<file path="config.mk">
export PLATFORM = sky130hd
export DESIGN_NAME = alu_apb_top
export DESIGN_NICKNAME = d
export VERILOG_FILES = /design/src/rtl/apb_map_pkg.sv /design/src/rtl/alu_pkg.sv /design/src/rtl/alu_apb_top.sv /design/src/rtl/alu_status.sv /design/src/rtl/alu_core.sv /design/src/rtl/alu_apb_regs.sv
export SDC_FILE = /design/constraint.sdc
export NUM_CORES = 2
export LEC_CHECK = 0
export BUFFER_PORTS_ARGS = -buffer_cell sky130_fd_sc_hd__clkbuf_2
export CORE_MARGIN = 2
export CORE_UTILIZATION = 50
export CTS_CLUSTER_DIAMETER = 80
export CTS_CLUSTER_SIZE = 16
export DETAILED_ROUTE_END_ITERATION = 8
export MAX_ROUTING_LAYER = met4
export PLACE_DENSITY = 0.72
export SYNTH_ARGS = -nofsm -noshare
export SYNTH_HDL_FRONTEND = slang
export SYNTH_SLANG_ARGS = --single-unit
export TNS_END_PERCENT = 20
</file>
<file path="constraint.sdc">
create_clock -name clk -period 14.6 [get_ports clk]
set_input_delay 1.46 -clock clk [delete_from_list [all_inputs] [get_ports clk]]
set_output_delay 1.46 -clock clk [all_outputs]
set_load 0.01 [all_outputs]
</file>
<file path="src/rtl/apb_map_pkg.sv">
`default_nettype none

package apb_map_pkg;

	localparam int addr_w = 8;
	localparam int pdata_w = 32;

	localparam logic [addr_w-1:0] reg_op_a = 8'h00;
	localparam logic [addr_w-1:0] reg_op_b = 8'h04;
	localparam logic [addr_w-1:0] reg_instr = 8'h08;
	localparam logic [addr_w-1:0] reg_result = 8'h0C;
	localparam logic [addr_w-1:0] reg_status = 8'h10;

	localparam int st_flag_lo = 0;
	localparam int st_flag_hi = 2;
	localparam int st_branch = 3;
	localparam int st_busy = 4;

endpackage

`default_nettype wire

</file>
<file path="src/rtl/alu_pkg.sv">
`default_nettype none

package alu_pkg;

	localparam int data_w = 32;
	localparam int div_steps = 32;
	localparam int op_w = 3;
	localparam int func_w = 6;
	localparam int imm_w = 16;
	localparam int flag_w = 3;

	localparam logic [op_w-1:0] op_addi = 3'b000;
	localparam logic [op_w-1:0] op_subi = 3'b001;
	localparam logic [op_w-1:0] op_type_r = 3'b010;
	localparam logic [op_w-1:0] op_andi = 3'b011;
	localparam logic [op_w-1:0] op_ori = 3'b100;
	localparam logic [op_w-1:0] op_brfl = 3'b101;
	localparam logic [op_w-1:0] op_cmpi = 3'b110; // 3'b111 is invalid

	localparam logic [func_w-1:0] fn_add = 6'b100000;
	localparam logic [func_w-1:0] fn_sub = 6'b100010;
	localparam logic [func_w-1:0] fn_mul = 6'b000010;
	localparam logic [func_w-1:0] fn_div = 6'b000001;
	localparam logic [func_w-1:0] fn_and = 6'b100100;
	localparam logic [func_w-1:0] fn_or = 6'b100101;
	localparam logic [func_w-1:0] fn_not = 6'b100111;
	localparam logic [func_w-1:0] fn_cmp = 6'b101010;

	localparam logic [flag_w-1:0] flag_none = 3'd0;
	localparam logic [flag_w-1:0] flag_equal = 3'd1;
	localparam logic [flag_w-1:0] flag_exception = 3'd2;
	localparam logic [flag_w-1:0] flag_overflow = 3'd3;
	localparam logic [flag_w-1:0] flag_underflow = 3'd4;
	localparam logic [flag_w-1:0] flag_above = 3'd5;

	typedef union packed {
		struct packed {
			logic [op_w-1:0] opcode;
			logic [data_w-op_w-func_w-1:0] rsvd;
			logic [func_w-1:0] func;
		} r; // R-type view
		struct packed {
			logic [op_w-1:0] opcode;
			logic [data_w-op_w-imm_w-1:0] rsvd;
			logic [imm_w-1:0] imm;
		} i; // I-type view
	} instr_t;

endpackage

`default_nettype wire
</file>
<file path="src/rtl/alu_apb_top.sv">
`timescale 1ns/1ns
`default_nettype none

module alu_apb_top (
	input wire logic clk,
	input wire logic reset,
	input wire logic [apb_map_pkg::addr_w-1:0] paddr,
	input wire logic psel,
	input wire logic penable,
	input wire logic pwrite,
	input wire logic [apb_map_pkg::pdata_w-1:0] pwdata,
	output logic [apb_map_pkg::pdata_w-1:0] prdata,
	output logic pready,
	output logic pslverr
);

	logic start, core_busy, done, branch;
	logic [alu_pkg::data_w-1:0] operand_a, operand_b, result, last_result;
	logic [alu_pkg::op_w-1:0] opcode, done_opcode;
	logic [alu_pkg::func_w-1:0] func, done_func;
	logic [alu_pkg::flag_w-1:0] raw_flag, flag;

	alu_apb_regs u_regs (
		.clk(clk), .reset(reset),
		.paddr(paddr), .psel(psel), .penable(penable), .pwrite(pwrite), .pwdata(pwdata),
		.prdata(prdata), .pready(pready), .pslverr(pslverr),
		.core_busy(core_busy), .last_result(last_result), .flag(flag), .branch(branch),
		.start(start), .operand_a(operand_a), .operand_b(operand_b),
		.opcode(opcode), .func(func)
	);

	alu_core u_core (
		.clk(clk), .reset(reset),
		.start(start), .operand_a(operand_a), .operand_b(operand_b),
		.opcode(opcode), .func(func),
		.busy(core_busy), .done(done), .result(result), .raw_flag(raw_flag),
		.done_opcode(done_opcode), .done_func(done_func)
	);

	alu_status u_status (
		.clk(clk), .reset(reset),
		.done(done), .done_opcode(done_opcode), .done_func(done_func),
		.result(result), .raw_flag(raw_flag),
		.last_result(last_result), .flag(flag), .branch(branch)
	);

endmodule

`default_nettype wire

</file>
<file path="src/rtl/alu_status.sv">
`timescale 1ns/1ns
`default_nettype none

module alu_status (
	input wire logic clk,
	input wire logic reset,
	input wire logic done,
	input wire logic [alu_pkg::op_w-1:0] done_opcode,
	input wire logic [alu_pkg::func_w-1:0] done_func,
	input wire logic [alu_pkg::data_w-1:0] result,
	input wire logic [alu_pkg::flag_w-1:0] raw_flag,
	output logic [alu_pkg::data_w-1:0] last_result,
	output logic [alu_pkg::flag_w-1:0] flag,
	output logic branch
);

	logic flag_update;

	// Logic ops and BRFL keep the stored flag
	always_comb begin
		case (done_opcode)
			alu_pkg::op_addi, alu_pkg::op_subi, alu_pkg::op_cmpi: flag_update = 1'b1;
			alu_pkg::op_type_r: flag_update = !(done_func == alu_pkg::fn_and ||
				done_func == alu_pkg::fn_or || done_func == alu_pkg::fn_not);
			default: flag_update = 1'b0;
		endcase
	end

	always_ff @(posedge clk) begin
		if (!reset) begin
			last_result <= '0;
			flag <= alu_pkg::flag_none;
			branch <= 1'b0;
		end else if (done) begin
			last_result <= result;
			if (flag_update)
				flag <= raw_flag;
			// BRFL condition sits in imm[2:0], the same bits as func
			if (done_opcode == alu_pkg::op_brfl)
				branch <= (flag == done_func[alu_pkg::flag_w-1:0]);
		end
	end

endmodule

`default_nettype wire

</file>
<file path="src/rtl/alu_core.sv">
`timescale 1ns/1ns
`default_nettype none

module alu_core (
	input wire logic clk,
	input wire logic reset,
	input wire logic start,
	input wire logic [alu_pkg::data_w-1:0] operand_a,
	input wire logic [alu_pkg::data_w-1:0] operand_b,
	input wire logic [alu_pkg::op_w-1:0] opcode,
	input wire logic [alu_pkg::func_w-1:0] func,
	output logic busy,
	output logic done,
	output logic [alu_pkg::data_w-1:0] result,
	output logic [alu_pkg::flag_w-1:0] raw_flag,
	output logic [alu_pkg::op_w-1:0] done_opcode,
	output logic [alu_pkg::func_w-1:0] done_func
);

	localparam int dw = alu_pkg::data_w;
	localparam int step_w = $clog2(alu_pkg::div_steps);

	logic [dw-1:0] sum, diff, alu_res, div_res, a_mag, b_mag;
	logic signed [2*dw-1:0] product;
	logic [alu_pkg::flag_w-1:0] alu_flag;
	logic is_div, div_run;
	logic [step_w-1:0] step_q;
	logic [dw-1:0] rem_q, quo_q, div_q, rem_next, quo_next;
	logic [dw:0] trial;
	logic div_neg_q, div_zero_q;

	// Signed overflow of a + b, with b already inverted for subtraction
	function automatic logic [alu_pkg::flag_w-1:0] ovf_flag(input logic a_s, input logic b_s,
		input logic r_s);
		if (a_s == b_s && r_s != a_s)
			return a_s ? alu_pkg::flag_underflow : alu_pkg::flag_overflow;
		return alu_pkg::flag_none;
	endfunction

	function automatic logic [alu_pkg::flag_w-1:0] cmp_flag(input logic [dw-1:0] a,
		input logic [dw-1:0] b);
		if (a == b)
			return alu_pkg::flag_equal;
		if ($signed(a) > $signed(b))
			return alu_pkg::flag_above;
		return alu_pkg::flag_none;
	endfunction

	assign sum = operand_a + operand_b;
	assign diff = operand_a - operand_b;
	assign product = $signed(operand_a) * $signed(operand_b);
	assign is_div = (opcode == alu_pkg::op_type_r) && (func == alu_pkg::fn_div);

	always_comb begin
		alu_res = '0;
		alu_flag = alu_pkg::flag_none;
		case (opcode)
			alu_pkg::op_addi: begin
				alu_res = sum;
				alu_flag = ovf_flag(operand_a[dw-1], operand_b[dw-1], sum[dw-1]);
			end
			alu_pkg::op_subi: begin
				alu_res = diff;
				alu_flag = ovf_flag(operand_a[dw-1], ~operand_b[dw-1], diff[dw-1]);
			end
			alu_pkg::op_andi: alu_res = operand_a & operand_b;
			alu_pkg::op_ori: alu_res = operand_a | operand_b;
			alu_pkg::op_brfl: alu_res = operand_a;
			alu_pkg::op_cmpi: alu_flag = cmp_flag(operand_a, operand_b);
			alu_pkg::op_type_r: begin
				case (func)
					alu_pkg::fn_add: begin
						alu_res = sum;
						alu_flag = ovf_flag(operand_a[dw-1], operand_b[dw-1], sum[dw-1]);
					end
					alu_pkg::fn_sub: begin
						alu_res = diff;
						alu_flag = ovf_flag(operand_a[dw-1], ~operand_b[dw-1], diff[dw-1]);
					end
					alu_pkg::fn_mul: begin
						alu_res = product[dw-1:0];
						if (product[2*dw-1:dw-1] != {(dw+1){product[dw-1]}})
							alu_flag = product[2*dw-1] ? alu_pkg::flag_underflow : alu_pkg::flag_overflow;
					end
					alu_pkg::fn_and: alu_res = operand_a & operand_b;
					alu_pkg::fn_or: alu_res = operand_a | operand_b;
					alu_pkg::fn_not: alu_res = ~operand_b;
					alu_pkg::fn_cmp: alu_flag = cmp_flag(operand_a, operand_b);
					default: ;
				endcase
			end
			default: ;
		endcase
	end

	assign a_mag = operand_a[dw-1] ? -operand_a : operand_a;
	assign b_mag = operand_b[dw-1] ? -operand_b : operand_b;

	// One restoring step per cycle
	assign trial = {rem_q, quo_q[dw-1]} - {1'b0, div_q};
	assign rem_next = trial[dw] ? {rem_q[dw-2:0], quo_q[dw-1]} : trial[dw-1:0];
	assign quo_next = {quo_q[dw-2:0], ~trial[dw]};
	assign div_res = div_zero_q ? '1 : (div_neg_q ? -quo_next : quo_next);

	always_ff @(posedge clk) begin
		if (start) begin
			rem_q <= '0;
			quo_q <= a_mag;
			div_q <= b_mag;
			div_neg_q <= operand_a[dw-1] ^ operand_b[dw-1];
			div_zero_q <= (operand_b == '0);
		end else if (div_run) begin
			rem_q <= rem_next;
			quo_q <= quo_next;
		end
	end

	always_ff @(posedge clk) begin
		if (!reset) begin
			busy <= 1'b0;
			done <= 1'b0;
			div_run <= 1'b0;
			step_q <= '0;
			result <= '0;
			raw_flag <= alu_pkg::flag_none;
			done_opcode <= '0;
			done_func <= '0;
		end else begin
			done <= 1'b0;
			if (done)
				busy <= 1'b0; // Busy covers the done cycle
			if (start) begin
				busy <= 1'b1;
				done_opcode <= opcode;
				done_func <= func;
				if (is_div) begin
					div_run <= 1'b1;
					step_q <= '0;
				end else begin
					result <= alu_res;
					raw_flag <= alu_flag;
					done <= 1'b1;
				end
			end else if (div_run) begin
				step_q <= step_q + 1'b1;
				if (step_q == step_w'(alu_pkg::div_steps - 1)) begin
					div_run <= 1'b0;
					done <= 1'b1;
					result <= div_res;
					raw_flag <= div_zero_q ? alu_pkg::flag_exception : alu_pkg::flag_none;
				end
			end
		end
	end

endmodule

`default_nettype wire

</file>
<file path="src/rtl/alu_apb_regs.sv">
`timescale 1ns/1ns
`default_nettype none

module alu_apb_regs (
	input wire logic clk,
	input wire logic reset,
	input wire logic [apb_map_pkg::addr_w-1:0] paddr,
	input wire logic psel,
	input wire logic penable,
	input wire logic pwrite,
	input wire logic [apb_map_pkg::pdata_w-1:0] pwdata,
	output logic [apb_map_pkg::pdata_w-1:0] prdata,
	output logic pready,
	output logic pslverr,
	input wire logic core_busy,
	input wire logic [alu_pkg::data_w-1:0] last_result,
	input wire logic [alu_pkg::flag_w-1:0] flag,
	input wire logic branch,
	output logic start,
	output logic [alu_pkg::data_w-1:0] operand_a,
	output logic [alu_pkg::data_w-1:0] operand_b,
	output logic [alu_pkg::op_w-1:0] opcode,
	output logic [alu_pkg::func_w-1:0] func
);

	logic [alu_pkg::data_w-1:0] op_a_q;
	logic [alu_pkg::data_w-1:0] op_b_q;
	alu_pkg::instr_t instr_q;
	alu_pkg::instr_t wr_word;
	logic start_q;
	logic instr_ok;
	logic bus_err;
	logic access;
	logic xfer_ok;
	logic unit_busy;
	logic [alu_pkg::imm_w-1:0] imm;

	assign wr_word = pwdata;
	assign access = psel & penable;
	assign unit_busy = core_busy | start_q;

	always_comb begin
		instr_ok = 1'b1;
		if (wr_word.r.opcode == alu_pkg::op_type_r) begin
			case (wr_word.r.func)
				alu_pkg::fn_add, alu_pkg::fn_sub, alu_pkg::fn_mul, alu_pkg::fn_div,
				alu_pkg::fn_and, alu_pkg::fn_or, alu_pkg::fn_not, alu_pkg::fn_cmp:
					instr_ok = 1'b1;
				default: instr_ok = 1'b0;
			endcase
		end else if (&wr_word.i.opcode) begin
			instr_ok = 1'b0; // Opcode 7
		end
	end

	always_comb begin
		case (paddr)
			apb_map_pkg::reg_op_a, apb_map_pkg::reg_op_b: bus_err = 1'b0;
			apb_map_pkg::reg_instr: bus_err = pwrite & ~instr_ok;
			apb_map_pkg::reg_result, apb_map_pkg::reg_status: bus_err = pwrite; // Read only
			default: bus_err = 1'b1;
		endcase
	end

	// Instruction writes and result reads wait for the core
	assign pready = ~(psel & unit_busy & ((pwrite & (paddr == apb_map_pkg::reg_instr)) |
		(~pwrite & (paddr == apb_map_pkg::reg_result))));
	assign pslverr = access & pready & bus_err;
	assign xfer_ok = access & pready & ~bus_err;

	always_ff @(posedge clk) begin
		if (xfer_ok && pwrite) begin
			case (paddr)
				apb_map_pkg::reg_op_a: op_a_q <= pwdata;
				apb_map_pkg::reg_op_b: op_b_q <= pwdata;
				apb_map_pkg::reg_instr: instr_q <= wr_word;
				default: ;
			endcase
		end
	end

	always_ff @(posedge clk) begin
		if (!reset) begin
			start_q <= 1'b0;
		end else begin
			start_q <= xfer_ok & pwrite & (paddr == apb_map_pkg::reg_instr);
		end
	end

	// ANDI and ORI take the immediate zero extended
	assign imm = instr_q.i.imm;
	always_comb begin
		case (instr_q.i.opcode)
			alu_pkg::op_type_r: operand_b = op_b_q;
			alu_pkg::op_andi, alu_pkg::op_ori: operand_b = {{(alu_pkg::data_w-alu_pkg::imm_w){1'b0}}, imm};
			default: operand_b = {{(alu_pkg::data_w-alu_pkg::imm_w){imm[alu_pkg::imm_w-1]}}, imm};
		endcase
	end

	assign start = start_q;
	assign operand_a = op_a_q;
	assign opcode = instr_q.r.opcode;
	assign func = instr_q.r.func; // Low imm bits for I-type

	always_comb begin
		prdata = '0;
		case (paddr)
			apb_map_pkg::reg_op_a: prdata = op_a_q;
			apb_map_pkg::reg_op_b: prdata = op_b_q;
			apb_map_pkg::reg_instr: prdata = instr_q;
			apb_map_pkg::reg_result: prdata = last_result;
			apb_map_pkg::reg_status: begin
				prdata[apb_map_pkg::st_flag_hi:apb_map_pkg::st_flag_lo] = flag;
				prdata[apb_map_pkg::st_branch] = branch;
				prdata[apb_map_pkg::st_busy] = unit_busy;
			end
			default: ;
		endcase
	end

endmodule

`default_nettype wire

</file>
==> summary.md <==
| Metric | Value |
|---|---|
| Final Worst Setup Slack | `approximately 0.7 ns` |
| Max Cap Violations | `0` |
| Cell Rows | `123` |
| Die W | `about 340 µm` |
| Vias per std cell | `between 6 and 7` |
| Post-Synth Simple-Gate Area | `between 10 and 15%` |
| Hold Crit Class | `flop to flop` |
| Top cells by area, synth | `fa_1, edfxtp_1, inv_1, ha_1, nor2_1` |
| Seq cells post-synth | `roughly 280` |
| Nets | `~7800` |
| Clock transition at path regs | `about 0.080 ns` |
| Vias in the first global route | `49181` |
| Synth area leader | `fa_1` |
| Largest family of logic cells by synthesized area | `adder cells` |
| Share of the synthesized area in the top cell type | `roughly two fifths` |
| Critical-path top delay cell | `nor3_1` |
| Total grt overflow | `0` |
| Detailed Place HPWL | `163000 µm` |
| Synth-to-layout area growth | `4.86%` |
| Adder-Cell Fraction of Synth Area | `between 40% and 50%` |
| Hold path cells | `2` |
| Final Hold Viols | `0` |
| Worst Path Arrival | `14.35 ns` |
| Global routing's busiest layer | `met2` |
| Post-synth EDFFs | `~160` |
| Placer Congestion | `just over 1` |
| Initial DRC Count | `around 5300` |
| Leakage power | `between 0.02 and 0.03 µW` |
| Worst r2r path cells | `32` |
| RSZ-0062 raised after global routing | `false` |
| Mapped Area | `between 0.05 and 0.06 mm²` |
| Setup CP Type | `flop to flop` |
| Max-slew violation count | `0` |
| Sw frac | `between 30 and 40%` |
| Post-DP Area | `0.0589 mm²` |
| Worst VDD drop | `just under 0.08 mV` |
| H-tree Lvls | `1` |
| Share of cells above drive strength 1 | `around 5.8%` |
| DR pass1 iterations | `9` |
| CTS tree | `built` |
| Post-Route Skew | `~0.031 ns` |
| Clock power share | `30.4%` |
| GRT Overall Usage | `37.5%` |
| Root buffer cell | `clkbuf_16` |
| Count of clock tree sinks | `between 200 and 300` |
| Residual DRC count | `0` |
| Gate Count Post-Synth | `roughly 6500` |
| Register-to-register setup slack | `roughly 0.68 ns` |
| F_max | `roughly 0.07 GHz` |
| Total core area | `around 0.11 mm²` |
| Final setup fails | `0` |
| CTS buffer count | `23` |
| Die Y | `between 300 and 400 µm` |
| Maximum number of pins on one net before global-route repair | `73` |
| Die Area | `around 0.12 mm²` |
| Seq/Total Area, Yosys | `roughly an eighth` |
| Post-CTS Setup Repair Bufs | `0` |
| Starting Density | `50.4%` |
| Power Density | `~34 mW/mm²` |
| Worst slew margin | `roughly 3.9%` |
| Routed wire length | `~210000 µm` |
| Startpoint Class | `flop` |
| Dpl cells | `around 8000` |
| Seq pwr share | `roughly 42%` |
| CP most frequent cell | `fa_1` |
| Layout Cells excl Fill | `7880` |
| CTS max path bufs | `3` |
| Synth cell types | `88` |
| First-pass GRT wire length | `between 300000 and 400000 µm` |
| Clock Latency Late Sink | `0.56 ns` |
| Place WS | `1.17 ns` |
| Logic pwr share | `a little over a quarter` |
| Post-synth top flop | `edfxtp_1` |
| Post-CTS Hold Buffers | `0` |
| Fin area | `roughly 0.06 mm²` |
| Syn_area_per_cell | `slightly below 9 µm²` |
| Synthesized Nets | `between 7000 and 8000` |
| Post-layout util | `between 50% and 60%` |
| Async set-reset flop share out of synthesis | `0%` |
| Via count | `roughly 48000` |
| WHS Endpoint | `u_core.rem_q[6]` |
| Fin crit period | `roughly 14 ns` |
| Resized Gates After CTS | `0` |
| Setup TNS | `0 ns` |
| Fin crit share | `95.3%` |
| Routing usage on met2 | `between 50% and 60%` |
| Mux cell area share after synthesis | `approximately 2.7%` |
| Critical path required time | `about 15 ns` |
| Yosys synthesis warning count | `0` |
| M3 GR Usage | `under 10%` |
| Met1 global-route usage | `47.3%` |
| Worst Hold Launch | `u_core.rem_q[5]` |
| RR Endpoint | `u_core.raw_flag[1]` |
| Xor and xnor area share after synthesis | `around 3%` |
| Number of antenna-violating nets in the routed design | `0` |
| Status | `complete, no violations` |
| Reg2reg start | `u_regs.instr_q[31]` |
| Fraction of the mapped netlist area in compound gates | `a little under an eighth` |
| CP max stage delay | `about 1.1 ns` |
| Int Power | `1360 µW` |
| Antenna violations before repair | `9` |
| Crit path max fanout | `21` |
| Switching power | `slightly below 700 µW` |
| # IOs | `79` |
| I/O Buffers | `between 70 and 80` |
| Worst-Margin Slew | `about 1.4 ns` |
| Wire per inst | `between 20 and 30 µm` |
| Critical Path End Type | `flop` |
==> worst max-delay path by stage <==
stage	startpoint	endpoint	depth (start not counted)
after floorplan	u_regs.instr_q[29]	u_core.raw_flag[0]	35
after global placement	u_regs.instr_q[31]	u_core.raw_flag[1]	32
after detailed placement	u_regs.instr_q[31]	u_core.raw_flag[1]	32
after CTS	u_regs.instr_q[31]	u_core.raw_flag[1]	32
after global routing	u_regs.instr_q[31]	u_core.raw_flag[0]	32
final	u_regs.instr_q[31]	u_core.raw_flag[1]	32
==> sequential cells by signal (all words and copies together), names as in the netlist, 5 cells and up <==
register,count
u_regs.op_b_q,32
u_core.step_q,5
u_core.div_q,32
u_regs.operand_a,32
u_core.done_func,6
u_core.result,32
u_core.rem_q,32
u_core.quo_q,32
u_regs.instr_q,32
u_status.last_result,32
==> per-layer routing <==
layer  part of all wire, %  up-vias  wire length (µm)
met5                     0        -                 0
met4                   7.3        0             15300
met3                    10      682             21400
met2                    45     2822             94000
met1                    37    24271             78100
li1                      -    20283                 -
==> metrics by stage <==
stage,total power [µW],hold slack (ns)
6_report,2040,0.490
2_1_floorplan,1250,0.451
3_3_place_gp,1420,0.473
4_1_cts,2030,0.494
3_5_place_dp,1430,0.479
5_1_grt,2120,0.519
==> area by class of cell <==
cell class | instances | area (µm²)
inverter | 1196 | 4500
multi-input combinational | 4621 | 43700
sequential | 283 | 7290
fill | 10405 | 53100
tap | 1500 | 1880
antenna | 9 | 22.5
timing repair buffer | 230 | 1530
clock buffer | 37 | 638
clock inverter | 4 | 42.5
==> kinds of logic (layout without fill, tap and decap cells) <==
group                      Yosys count  in the layout
muxes                              112            112
buffers and inverters             1580           1467
adders and majority gates         1403           1403
other                                0              9
AOI/OAI and AO/OA                  977            977
and+or+nand+nor                   1936           1936
xor gates and xnor gates           193            193
DFF                                283            283
==> power by group through the flow <==
stage / logic (µW) / clock network, µW / registers [µW]
floorplan: 374 / 0 / 879
global placement: 541 / 0 / 883
detailed placement: 545 / 0 / 883
CTS: 548 / 618 / 865
global route: 602 / 649 / 867
finish: 555 / 619 / 865
==> Yosys cell counts (all sizes together) (23+ instances only) <==
master and instances:
buf 54, o211a 23, a21oi 265, a222oi 26, nor2b 26, nor2 851, a22oi 28, fa 1085
o21bai 26, o21a 28, and2 38, a31oi 30, dfxtp 121, o31ai 32, xnor2 130, xor2 62
a211oi 30, nor4 25, nand2 732, o21ai 202, edfxtp 162, o221ai 37, nand4 31, or3 29
mux4 32, mux2i 77, clkbuf 330, nand3 57, ha 318, nor3 56, nand2b 30, a21o 46
o22ai 29, inv 1182
==> worst max-delay path: cells and delay by family (launching register included) <==
family,cells,cell delay [ns]
compound gates,5,2.04
xor+xnor,1,0.70
fa+ha+maj,9,4.43
buf+inv,6,1.94
flops,1,0.74
simple gates,11,3.95
==> layout by cell type, fill, tap and decap left out, types with 20 or more instances in the layout <==
master,synthesis,layout
clkbuf_2,0,78
a222oi_1,26,26
buf_4,1,152
or3_1,26,26
a31oi_1,30,30
mux4_2,32,32
nor2_1,851,849
clkbuf_16,0,23
xnor2_1,130,129
a21oi_1,265,263
o21ai_0,200,200
o21a_1,28,28
a211oi_1,30,30
and2_1,38,38
nand4_1,31,31
o211a_1,23,23
nand2_1,732,732
o41ai_1,21,20
o31ai_1,31,31
dfxtp_1,121,118
edfxtp_1,162,162
nand3_1,56,56
fa_1,1085,1085
xor2_1,62,61
nor2b_1,26,24
a21o_1,46,46
o21bai_1,26,26
nor4_1,25,23
mux2i_1,77,75
nand2b_1,30,30
a22oi_1,28,28
inv_1,1170,1169
o221ai_1,37,37
ha_1,318,318
o22ai_1,29,29
a311oi_1,21,21
nor3_1,56,56
No activity file was read; power rests on OpenSTA's default activity.
